File: src/rtl/core_pkg.sv
`default_nettype none

package core_pkg;

    typedef logic [31:0] word_t;
    typedef logic [4:0]  reg_addr_t;
    typedef logic [2:0]  alu_op_t;

    // ALU operation select
    localparam alu_op_t ALU_ADD    = 3'd0;
    localparam alu_op_t ALU_SUB    = 3'd1;
    localparam alu_op_t ALU_AND    = 3'd2;
    localparam alu_op_t ALU_OR     = 3'd3;
    localparam alu_op_t ALU_XOR    = 3'd4;
    localparam alu_op_t ALU_SLT    = 3'd5;
    localparam alu_op_t ALU_PASS_B = 3'd6;

    // RV32I major opcodes of the supported subset
    localparam logic [6:0] OP_REG    = 7'b0110011;
    localparam logic [6:0] OP_IMM    = 7'b0010011;
    localparam logic [6:0] OP_LUI    = 7'b0110111;
    localparam logic [6:0] OP_LOAD   = 7'b0000011;
    localparam logic [6:0] OP_STORE  = 7'b0100011;
    localparam logic [6:0] OP_BRANCH = 7'b1100011;
    localparam logic [6:0] OP_JAL    = 7'b1101111;

    // Instruction bus machine, DROP swallows the answer to a flushed request
    typedef enum logic [1:0] {
        FETCH_IDLE,
        FETCH_WAIT,
        FETCH_DROP
    } fetch_state_e;

    // Data bus machine
    typedef enum logic {
        MEM_IDLE,
        MEM_WAIT
    } mem_state_e;

endpackage

`default_nettype wire
File: src/rtl/core_ifs.sv
`default_nettype none

interface fetch_if;
    import core_pkg::*;

    logic  valid;
    word_t pc;
    word_t ir;
    logic  stall;
    logic  redirect;
    word_t target;

    modport fetch (
        output valid, pc, ir,
        input  stall, redirect, target
    );
    modport execute (
        input  valid, pc, ir,
        output stall, redirect, target
    );
endinterface

interface ex_mem_if;
    import core_pkg::*;

    logic      valid;
    logic      is_load;
    logic      is_store;
    reg_addr_t rd;
    word_t     result;
    word_t     store_data;
    logic      mem_stall;
    reg_addr_t mem_rd;
    word_t     mem_result;
    reg_addr_t wb_rd;
    word_t     wb_data;

    modport execute (
        output valid, is_load, is_store, rd, result, store_data,
        input  mem_stall, mem_rd, mem_result, wb_rd, wb_data
    );
    modport memory (
        input  valid, is_load, is_store, rd, result, store_data,
        output mem_stall, mem_rd, mem_result, wb_rd, wb_data
    );
endinterface

`default_nettype wire

File: src/rtl/rv_mini_core.sv
`default_nettype none

module rv_mini_core #(
    parameter core_pkg::word_t BOOT_ADDRESS = 32'h0000_0000
) (
    input  logic            clk,
    input  logic            rst_n_i,

    // Instruction bus
    output logic            instr_req_o,
    output logic            instr_flush_o,
    input  logic            instr_rsp_i,
    input  core_pkg::word_t instr_data_i,
    output core_pkg::word_t instr_addr_o,

    // Data bus
    input  logic            data_rsp_i,
    input  core_pkg::word_t data_read_i,
    output logic            data_rd_o,
    output logic            data_wr_o,
    output core_pkg::word_t data_addr_o,
    output core_pkg::word_t data_write_o
);
    import core_pkg::*;

    reg_addr_t rs1_addr;
    reg_addr_t rs2_addr;
    word_t     rs1_data;
    word_t     rs2_data;
    logic      wr_en;
    reg_addr_t wr_addr;
    word_t     wr_data;

    fetch_if  fetch_bus ();
    ex_mem_if ex_mem_bus ();

    fetch_stage #(
        .BOOT_ADDRESS (BOOT_ADDRESS)
    ) fetch_stage_i (
        .clk           (clk),
        .rst_n_i       (rst_n_i),
        .fetch         (fetch_bus),
        .instr_req_o   (instr_req_o),
        .instr_flush_o (instr_flush_o),
        .instr_rsp_i   (instr_rsp_i),
        .instr_data_i  (instr_data_i),
        .instr_addr_o  (instr_addr_o)
    );

    execute_stage execute_stage_i (
        .clk        (clk),
        .rst_n_i    (rst_n_i),
        .fetch      (fetch_bus),
        .exm        (ex_mem_bus),
        .rs1_addr_o (rs1_addr),
        .rs2_addr_o (rs2_addr),
        .rs1_data_i (rs1_data),
        .rs2_data_i (rs2_data)
    );

    memory_stage memory_stage_i (
        .clk          (clk),
        .rst_n_i      (rst_n_i),
        .exm          (ex_mem_bus),
        .data_rsp_i   (data_rsp_i),
        .data_read_i  (data_read_i),
        .data_rd_o    (data_rd_o),
        .data_wr_o    (data_wr_o),
        .data_addr_o  (data_addr_o),
        .data_write_o (data_write_o),
        .wr_en_o      (wr_en),
        .wr_addr_o    (wr_addr),
        .wr_data_o    (wr_data)
    );

    register_bank register_bank_i (
        .clk        (clk),
        .wr_en_i    (wr_en),
        .wr_addr_i  (wr_addr),
        .wr_data_i  (wr_data),
        .rs1_addr_i (rs1_addr),
        .rs2_addr_i (rs2_addr),
        .rs1_data_o (rs1_data),
        .rs2_data_o (rs2_data)
    );

endmodule

`default_nettype wire

File: src/rtl/memory_stage.sv
`default_nettype none

module memory_stage (
    input  logic                clk,
    input  logic                rst_n_i,
    ex_mem_if.memory            exm,
    input  logic                data_rsp_i,
    input  core_pkg::word_t     data_read_i,
    output logic                data_rd_o,
    output logic                data_wr_o,
    output core_pkg::word_t     data_addr_o,
    output core_pkg::word_t     data_write_o,
    output logic                wr_en_o,
    output core_pkg::reg_addr_t wr_addr_o,
    output core_pkg::word_t     wr_data_o
);
    import core_pkg::*;

    mem_state_e state;
    reg_addr_t  m_rd;
    word_t      m_result;

    // Held until the data bus answers
    assign exm.mem_stall = (state == MEM_WAIT) && !data_rsp_i;
    assign data_addr_o   = m_result;

    // Execute to memory register, strobes raised with the entry
    always_ff @(posedge clk) begin
        if (!rst_n_i) begin
            state     <= MEM_IDLE;
            data_rd_o <= 1'b0;
            data_wr_o <= 1'b0;
            m_rd      <= '0;
        end else if (!exm.mem_stall) begin
            data_rd_o <= exm.valid && exm.is_load;
            data_wr_o <= exm.valid && exm.is_store;
            m_rd      <= exm.valid ? exm.rd : '0;
            if (exm.valid && (exm.is_load || exm.is_store)) begin
                state <= MEM_WAIT;
            end else begin
                state <= MEM_IDLE;
            end
        end
    end

    always_ff @(posedge clk) begin
        if (!exm.mem_stall) begin
            m_result     <= exm.result;
            data_write_o <= exm.store_data;
        end
    end

    // No forward for a load, its data only exists in the response cycle
    assign exm.mem_rd     = data_rd_o ? '0 : m_rd;
    assign exm.mem_result = m_result;

    // Memory to write-back register, bubble while stalled
    always_ff @(posedge clk) begin
        if (!rst_n_i || exm.mem_stall) begin
            wr_en_o   <= 1'b0;
            wr_addr_o <= '0;
        end else begin
            wr_en_o   <= m_rd != '0;
            wr_addr_o <= m_rd;
        end
    end

    always_ff @(posedge clk) begin
        wr_data_o <= data_rd_o ? data_read_i : m_result;
    end

    assign exm.wb_rd   = wr_addr_o;
    assign exm.wb_data = wr_data_o;

    strobes_exclusive_a: assert property (@(posedge clk) disable iff (!rst_n_i)
        !(data_rd_o && data_wr_o));

    data_addr_held_a: assert property (@(posedge clk) disable iff (!rst_n_i)
        (data_rd_o || data_wr_o) && !data_rsp_i |=> $stable(data_addr_o));

endmodule

`default_nettype wire

File: src/rtl/execute_stage.sv
`default_nettype none

module execute_stage (
    input  logic                clk,
    input  logic                rst_n_i,
    fetch_if.execute            fetch,
    ex_mem_if.execute           exm,
    output core_pkg::reg_addr_t rs1_addr_o,
    output core_pkg::reg_addr_t rs2_addr_o,
    input  core_pkg::word_t     rs1_data_i,
    input  core_pkg::word_t     rs2_data_i
);
    import core_pkg::*;

    word_t      ir;
    logic [6:0] opcode;
    logic [2:0] funct3;
    word_t      imm_i;
    word_t      imm_s;
    word_t      imm_b;
    word_t      imm_u;
    word_t      imm_j;
    word_t      imm;
    word_t      op_a;
    word_t      rs2_val;
    word_t      alu_b;
    word_t      alu_out;
    alu_op_t    alu_op;
    logic       writes_rd;
    logic       taken;
    logic       load_use;
    reg_addr_t  load_rd_q;

    assign ir         = fetch.ir;
    assign opcode     = ir[6:0];
    assign funct3     = ir[14:12];
    assign rs1_addr_o = ir[19:15];
    assign rs2_addr_o = ir[24:20];

    assign imm_i = {{20{ir[31]}}, ir[31:20]};
    assign imm_s = {{20{ir[31]}}, ir[31:25], ir[11:7]};
    assign imm_b = {{20{ir[31]}}, ir[7], ir[30:25], ir[11:8], 1'b0};
    assign imm_u = {ir[31:12], 12'b0};
    assign imm_j = {{12{ir[31]}}, ir[19:12], ir[20], ir[30:21], 1'b0};

    // Memory stage first, then write-back, then the bank
    always_comb begin
        op_a = rs1_data_i;
        if (exm.mem_rd != '0 && exm.mem_rd == rs1_addr_o) begin
            op_a = exm.mem_result;
        end else if (exm.wb_rd != '0 && exm.wb_rd == rs1_addr_o) begin
            op_a = exm.wb_data;
        end
    end

    always_comb begin
        rs2_val = rs2_data_i;
        if (exm.mem_rd != '0 && exm.mem_rd == rs2_addr_o) begin
            rs2_val = exm.mem_result;
        end else if (exm.wb_rd != '0 && exm.wb_rd == rs2_addr_o) begin
            rs2_val = exm.wb_data;
        end
    end

    always_comb begin
        alu_op    = ALU_ADD;
        imm       = imm_i;
        writes_rd = 1'b1;
        case (opcode)
            OP_REG, OP_IMM: begin
                case (funct3)
                    3'b000: alu_op = (opcode == OP_REG && ir[30]) ? ALU_SUB : ALU_ADD;
                    3'b010: alu_op = ALU_SLT;
                    3'b100: alu_op = ALU_XOR;
                    3'b110: alu_op = ALU_OR;
                    3'b111: alu_op = ALU_AND;
                    default: writes_rd = 1'b0;
                endcase
                // SLTI is not part of the subset
                if (opcode == OP_IMM && funct3 == 3'b010) begin
                    writes_rd = 1'b0;
                end
            end
            OP_LUI: begin
                alu_op = ALU_PASS_B;
                imm    = imm_u;
            end
            OP_STORE: begin
                imm       = imm_s;
                writes_rd = 1'b0;
            end
            OP_LOAD, OP_JAL: writes_rd = 1'b1;
            default: writes_rd = 1'b0;
        endcase
    end

    assign alu_b = (opcode == OP_REG) ? rs2_val : imm;

    always_comb begin
        case (alu_op)
            ALU_SUB:    alu_out = op_a - alu_b;
            ALU_AND:    alu_out = op_a & alu_b;
            ALU_OR:     alu_out = op_a | alu_b;
            ALU_XOR:    alu_out = op_a ^ alu_b;
            ALU_SLT:    alu_out = {31'b0, $signed(op_a) < $signed(alu_b)};
            ALU_PASS_B: alu_out = alu_b;
            default:    alu_out = op_a + alu_b;
        endcase
    end

    assign taken = (opcode == OP_JAL) ||
                   (opcode == OP_BRANCH && funct3 == 3'b000 && op_a == rs2_val) ||
                   (opcode == OP_BRANCH && funct3 == 3'b001 && op_a != rs2_val);

    // Load in the memory stage feeding either source field
    assign load_use = fetch.valid && load_rd_q != '0 &&
                      (load_rd_q == rs1_addr_o || load_rd_q == rs2_addr_o);

    assign fetch.stall    = load_use || exm.mem_stall;
    assign fetch.redirect = fetch.valid && taken && !fetch.stall;
    assign fetch.target   = fetch.pc + ((opcode == OP_JAL) ? imm_j : imm_b);

    assign exm.valid      = fetch.valid && !load_use;
    assign exm.is_load    = opcode == OP_LOAD;
    assign exm.is_store   = opcode == OP_STORE;
    assign exm.rd         = writes_rd ? ir[11:7] : '0;
    assign exm.result     = (opcode == OP_JAL) ? fetch.pc + 32'd4 : alu_out;
    assign exm.store_data = rs2_val;

    // Tracks the load now held in the memory stage
    always_ff @(posedge clk) begin
        if (!rst_n_i) begin
            load_rd_q <= '0;
        end else if (!exm.mem_stall) begin
            load_rd_q <= (exm.valid && exm.is_load) ? exm.rd : '0;
        end
    end

    load_use_single_a: assert property (@(posedge clk) disable iff (!rst_n_i)
        load_use && !exm.mem_stall |=> !load_use);

endmodule

`default_nettype wire

File: src/rtl/fetch_stage.sv
`default_nettype none

module fetch_stage #(
    parameter core_pkg::word_t BOOT_ADDRESS = 32'h0000_0000
) (
    input  logic            clk,
    input  logic            rst_n_i,
    fetch_if.fetch          fetch,
    output logic            instr_req_o,
    output logic            instr_flush_o,
    input  logic            instr_rsp_i,
    input  core_pkg::word_t instr_data_i,
    output core_pkg::word_t instr_addr_o
);
    import core_pkg::*;

    fetch_state_e state;
    word_t        pc;
    logic         accept;

    // A response is only kept when the decode register can take it
    assign accept = (state == FETCH_WAIT) && instr_rsp_i && !fetch.stall && !fetch.redirect;

    always_ff @(posedge clk) begin
        if (!rst_n_i) begin
            state         <= FETCH_IDLE;
            pc            <= BOOT_ADDRESS;
            instr_req_o   <= 1'b0;
            instr_flush_o <= 1'b0;
        end else begin
            instr_flush_o <= 1'b0;
            case (state)
                FETCH_IDLE: begin
                    instr_req_o  <= 1'b1;
                    instr_addr_o <= pc;
                    state        <= FETCH_WAIT;
                end
                FETCH_WAIT: begin
                    if (fetch.redirect) begin
                        pc <= fetch.target;
                        if (instr_rsp_i) begin
                            instr_addr_o <= fetch.target;
                        end else begin
                            instr_flush_o <= 1'b1;
                            state         <= FETCH_DROP;
                        end
                    end else if (accept) begin
                        pc           <= pc + 32'd4;
                        instr_addr_o <= pc + 32'd4;
                    end
                    // Response under stall is dropped, same address asked again
                end
                FETCH_DROP: begin
                    if (instr_rsp_i) begin
                        instr_addr_o <= pc;
                        state        <= FETCH_WAIT;
                    end
                end
                default: state <= FETCH_IDLE;
            endcase
        end
    end

    // Fetch to execute register
    always_ff @(posedge clk) begin
        if (!rst_n_i || fetch.redirect) begin
            fetch.valid <= 1'b0;
        end else if (!fetch.stall) begin
            fetch.valid <= accept;
        end
    end

    always_ff @(posedge clk) begin
        if (accept) begin
            fetch.pc <= instr_addr_o;
            fetch.ir <= instr_data_i;
        end
    end

    addr_held_a: assert property (@(posedge clk) disable iff (!rst_n_i)
        instr_req_o && !instr_rsp_i |=> $stable(instr_addr_o));

endmodule

`default_nettype wire

File: src/rtl/register_bank.sv
`default_nettype none

module register_bank (
    input  logic                clk,
    input  logic                wr_en_i,
    input  core_pkg::reg_addr_t wr_addr_i,
    input  core_pkg::word_t     wr_data_i,
    input  core_pkg::reg_addr_t rs1_addr_i,
    input  core_pkg::reg_addr_t rs2_addr_i,
    output core_pkg::word_t     rs1_data_o,
    output core_pkg::word_t     rs2_data_o
);
    import core_pkg::*;

    word_t regs [1:31];

    // Write-first read, x0 hardwired
    function automatic word_t read_port(input reg_addr_t addr);
        if (addr == '0) begin
            return '0;
        end else if (wr_en_i && wr_addr_i == addr) begin
            return wr_data_i;
        end
        return regs[addr];
    endfunction

    always_comb begin
        rs1_data_o = read_port(rs1_addr_i);
        rs2_data_o = read_port(rs2_addr_i);
    end

    always_ff @(posedge clk) begin
        if (wr_en_i && wr_addr_i != '0) begin
            regs[wr_addr_i] <= wr_data_i;
        end
    end

    no_x0_write_a: assert property (@(posedge clk) wr_en_i |-> wr_addr_i != '0);

endmodule

`default_nettype wire

File: config.mk
export PLATFORM = sky130hd
export DESIGN_NAME = rv_mini_core
export DESIGN_NICKNAME = d
export VERILOG_FILES = /design/src/rtl/core_pkg.sv /design/src/rtl/core_ifs.sv /design/src/rtl/rv_mini_core.sv /design/src/rtl/memory_stage.sv /design/src/rtl/execute_stage.sv /design/src/rtl/fetch_stage.sv /design/src/rtl/register_bank.sv
export SDC_FILE = /design/constraint.sdc
export NUM_CORES = 2
export LEC_CHECK = 0
export ABC_AREA = 1
export BUFFER_PORTS_ARGS = -buffer_cell sky130_fd_sc_hd__clkbuf_2
export CAP_MARGIN = 15
export CELL_PAD_IN_SITES_DETAIL_PLACEMENT = 1
export CELL_PAD_IN_SITES_GLOBAL_PLACEMENT = 2
export CORE_ASPECT_RATIO = 1.75
export CORE_MARGIN = 1
export CORE_UTILIZATION = 39
export DETAILED_ROUTE_END_ITERATION = 16
export PLACE_DENSITY = 0.84
export REMOVE_ABC_BUFFERS = 1
export SETUP_SLACK_MARGIN = 0.1
export SYNTH_ARGS = -nofsm -noshare
export SYNTH_HDL_FRONTEND = slang
export SYNTH_SLANG_ARGS = --single-unit
File: constraint.sdc
create_clock -name clk -period 6.9 [get_ports clk]
set_input_delay 1.38 -clock clk [delete_from_list [all_inputs] [get_ports clk]]
set_output_delay 1.38 -clock clk [all_outputs]
set_load 0.01 [all_outputs]
==> flow_summary.ini <==
[run_status]
status = finished, final reports clean

[sta]
setup_viol = 0
period_share_pct = 93.2
fin_setup_tns_ns = 0
fin_ws_ns = 0.469
hold_violations = 0
fin_crit_ns = 6.43
slew_violations = 0
clock_skew_ns = 0.0476
slew-limit-headroom_pct = 21.0
rsz0062_at_grt = false
fmax_mhz = 155
worst_pin_slew_ns = 1.19

[clock_network]
clkSinkCount = 1250
root_buffer = clkbuf_16
clockBufferDepth = 4
cts_setup_buffers = 0
path_clk_slew_ns = 0.07
cts-resized-gates = 0
htree_levels = 4
ctsHoldBuffers = 0
tritoncts = built
clk_latency_ns = 0.83
numCtsBuffers = 139

[placement]
placed_area_mm2 = 0.0749
post-place-ws_ns = 0.985
gp_congestion = 1.03
post-dp-hpwl_um = 227000
port_buffers = 167

[floorplan]
die_w_um = 325
initial_core_util_pct = 39.2
die_area_mm2 = 0.184
pin_count = 168
core-area_mm2 = 0.181
die_h_um = 567
rows = 207

[global_route]
grtUsageTotal_pct = 36.4
gr-usage-met2_pct = 61.4
grt_max_degree = 164
met1_usage_pct = 41.4
grt_pass1_wl_um = 487000
grt-ovfl-total = 0
grt_util_met3_pct = 6.05
grt_pass1_vias = 69200
antenna_found_initial = 12
busiest_layer = met2

[setup_path]
path_common_cell = nand2_1
path_max_fanout = 122
startpoint_type = flip-flop
crit_path_cell_trace = inv_8 -> buf_4 -> nand2_1 -> o21ai_0 -> nand2_1 -> nand3_1 -> nand3_1 -> nand3_1 -> nand3_1 -> nand2_1 -> o21ai_2 -> nand2_1 -> nand4_1 -> nor2_1 -> nand2_1 -> nor2_1 -> nand3_1 -> nand3_4 -> nand2_4 -> nand2_1 -> clkinv_2 -> buf_12 -> o21ai_0
critPathKind = reg2reg
max_stage_delay_ns = 0.75
reg2reg_depth = 23
r2r_slack_ns = 0.47
critPathSlowestCell = nor2_1
cp.arrival_ns = 7.04
worst-path-buf-inv = 4
endpoint_kind = flip-flop
path_depth = 23
cp.required_ns = 7.51
cp_top_family = simple AND/OR/NAND/NOR gates

[logic_synthesis]
yosys-top-cells-area = edfxtp_1, nand2_1, nand3_1
synth_common_cells = nand2_1, nand3_1, edfxtp_1, inv_1, o21ai_0
ys.flop_type = edfxtp_1
synth_edf_count = 1152
ys_ff_latch = 1250
yosysSeqAreaShare_pct = 51.4
synth_area_leader_cell = edfxtp_1
async_flop_share_pct = 0
synth.distinct_cells = 59
syn_inst = 8496
synth.most_common_cell = nand2_1
ys_warn_count = 0
synth_area_mm2 = 0.0711
synth_top_area_share_pct = 48.7
syn_avg_cell_area_um2 = 8.37

[detailed_routing]
vias = 67100
wl_um = 344000
ant_nets = 0
drc = 0
wl_per_cell_um = 31.2
drt_iter0_drc = 6933
vias_per_cell = 6.09
drtPass1Iterations = 6

[power_and_ir_drop]
leakagePower_uw = 0.0319
power_density_mw_per_mm2 = 278
vdd_drop_max_uv = 228

[hold_path]
holdCritPathClass = reg2reg
hold_depth = 0

[cells_and_area]
final_nets = 8700
area_delta_synth_final_pct = 12.0
drive_gt1_share_pct = 8.80
final_area_mm2 = 0.0796

[flow_run]
cap_viol_max_count = 0
[cell usage in the layout (no fill, tap or decap), types with 12 or more instances in the layout]
cell type  instances
a31oi_1           14
nor3_1            53
clkbuf_16        143
a21oi_1          528
o22ai_1           35
nor4_1            19
o21ai_1           89
xnor2_1           31
xor2_1            72
clkbuf_1          34
inv_1            926
o21ai_0          708
nand4_1           36
ha_1             118
o211ai_1         267
or2_2             28
nor2_1           499
buf_4            188
edfxtp_1        1152
buf_12            39
clkinv_2          18
clkbuf_2         167
nor2_4            27
nand3_1         1202
a22oi_1           14
clkinv_1          20
nand2_2           13
a21boi_0          12
dfxtp_1           87
nand2_1         1865
o21ai_2           15
clkbuf_8          14
inv_2             31
[stage by stage]
step	instances	utilization [%]	hold WS, ns	total power [µW]
global placement	10800	41.3	0.443	14400
CTS	11000	43.8	0.461	21900
detailed placement	10800	41.3	0.442	14500
finish	11000	43.9	0.456	22100
global route	11000	43.9	0.475	22700
floorplan	7965	-	0.446	12200
[registers in the layout, indices dropped and copies added, names as in the netlist, named ones only]
signal / count
memory_stage_i.exm.wb_rd: 5
fetch_stage_i.fetch.ir: 32
memory_stage_i.data_rd_o: 1
register_bank_i.regs: 992
fetch_stage_i.instr_addr_o: 32
memory_stage_i.wr_en_o: 1
memory_stage_i.data_wr_o: 1
memory_stage_i.state: 1
fetch_stage_i.instr_req_o: 1
memory_stage_i.m_rd: 5
memory_stage_i.exm.wb_data: 32
fetch_stage_i.fetch.valid: 1
memory_stage_i.data_addr_o: 32
memory_stage_i.data_write_o: 32
fetch_stage_i.instr_flush_o: 1
execute_stage_i.load_rd_q: 5
fetch_stage_i.pc: 32
fetch_stage_i.fetch.pc: 32
fetch_stage_i.state: 2
[worst register-to-register path: stages (launching register included)]
cell	delay [ns]
dfxtp_4	0.44
inv_8	0.67
buf_4	0.58
nand2_1	0.11
o21ai_0	0.09
nand2_1	0.07
nand3_1	0.08
nand3_1	0.07
nand3_1	0.16
nand3_1	0.13
nand2_1	0.17
o21ai_2	0.16
nand2_1	0.21
nand4_1	0.21
nor2_1	0.75
nand2_1	0.11
nor2_1	0.23
nand3_1	0.16
nand3_4	0.23
nand2_4	0.18
nand2_1	0.11
clkinv_2	0.31
buf_12	0.31
o21ai_0	0.64
[routing by layer]
layer / vias to the layer above / share of wire [%]
met5: - / 0.026
met4: 14 / 8.7
met3: 1129 / 8.1
met2: 3397 / 48
met1: 33500 / 36
li1: 29100 / -
[worst paths after layout]
check / to / start
worst min register to register: fetch_stage_i.fetch.pc[10] / fetch_stage_i.instr_addr_o[10]
worst min-delay path: fetch_stage_i.fetch.pc[10] / fetch_stage_i.instr_addr_o[10]
worst max register to register: flip-flop / flip-flop
worst max-delay path: flip-flop / flip-flop
[power breakdown]
| group | internal, µW | total [µW] | switching (µW) |
|---|---|---|---|
| Clock | 4260 | 7520 | 3260 |
| Combinational | 1280 | 4880 | 3600 |
| Sequential | 9200 | 9710 | 510 |
[logic make-up (layout without fill, tap and decap cells)]
family	after synthesis	count (layout)	synth area share, %
AND/OR/NAND/NOR	3771	3771	22.6
AO/OA/AOI/OAI	1746	1746	13.8
buffers and inverters	1505	1619	8.71
flip-flops	1250	1250	51.4
adder cells (fa/ha/maj)	121	121	2.16
XOR/XNOR	103	103	1.27
other	0	1	0
[final cells by class]
type / count / area [µm²]
antenna: 1 / 2.50
clock buffer: 191 / 3900
clock inverter: 49 / 478
fill: 21500 / 102000
inverter: 974 / 3710
multi-input combinational: 5741 / 28600
sequential: 1250 / 36600
tap: 2403 / 3010
timing repair buffer: 405 / 3300
Note: power is estimated with default switching activity, not from simulation.
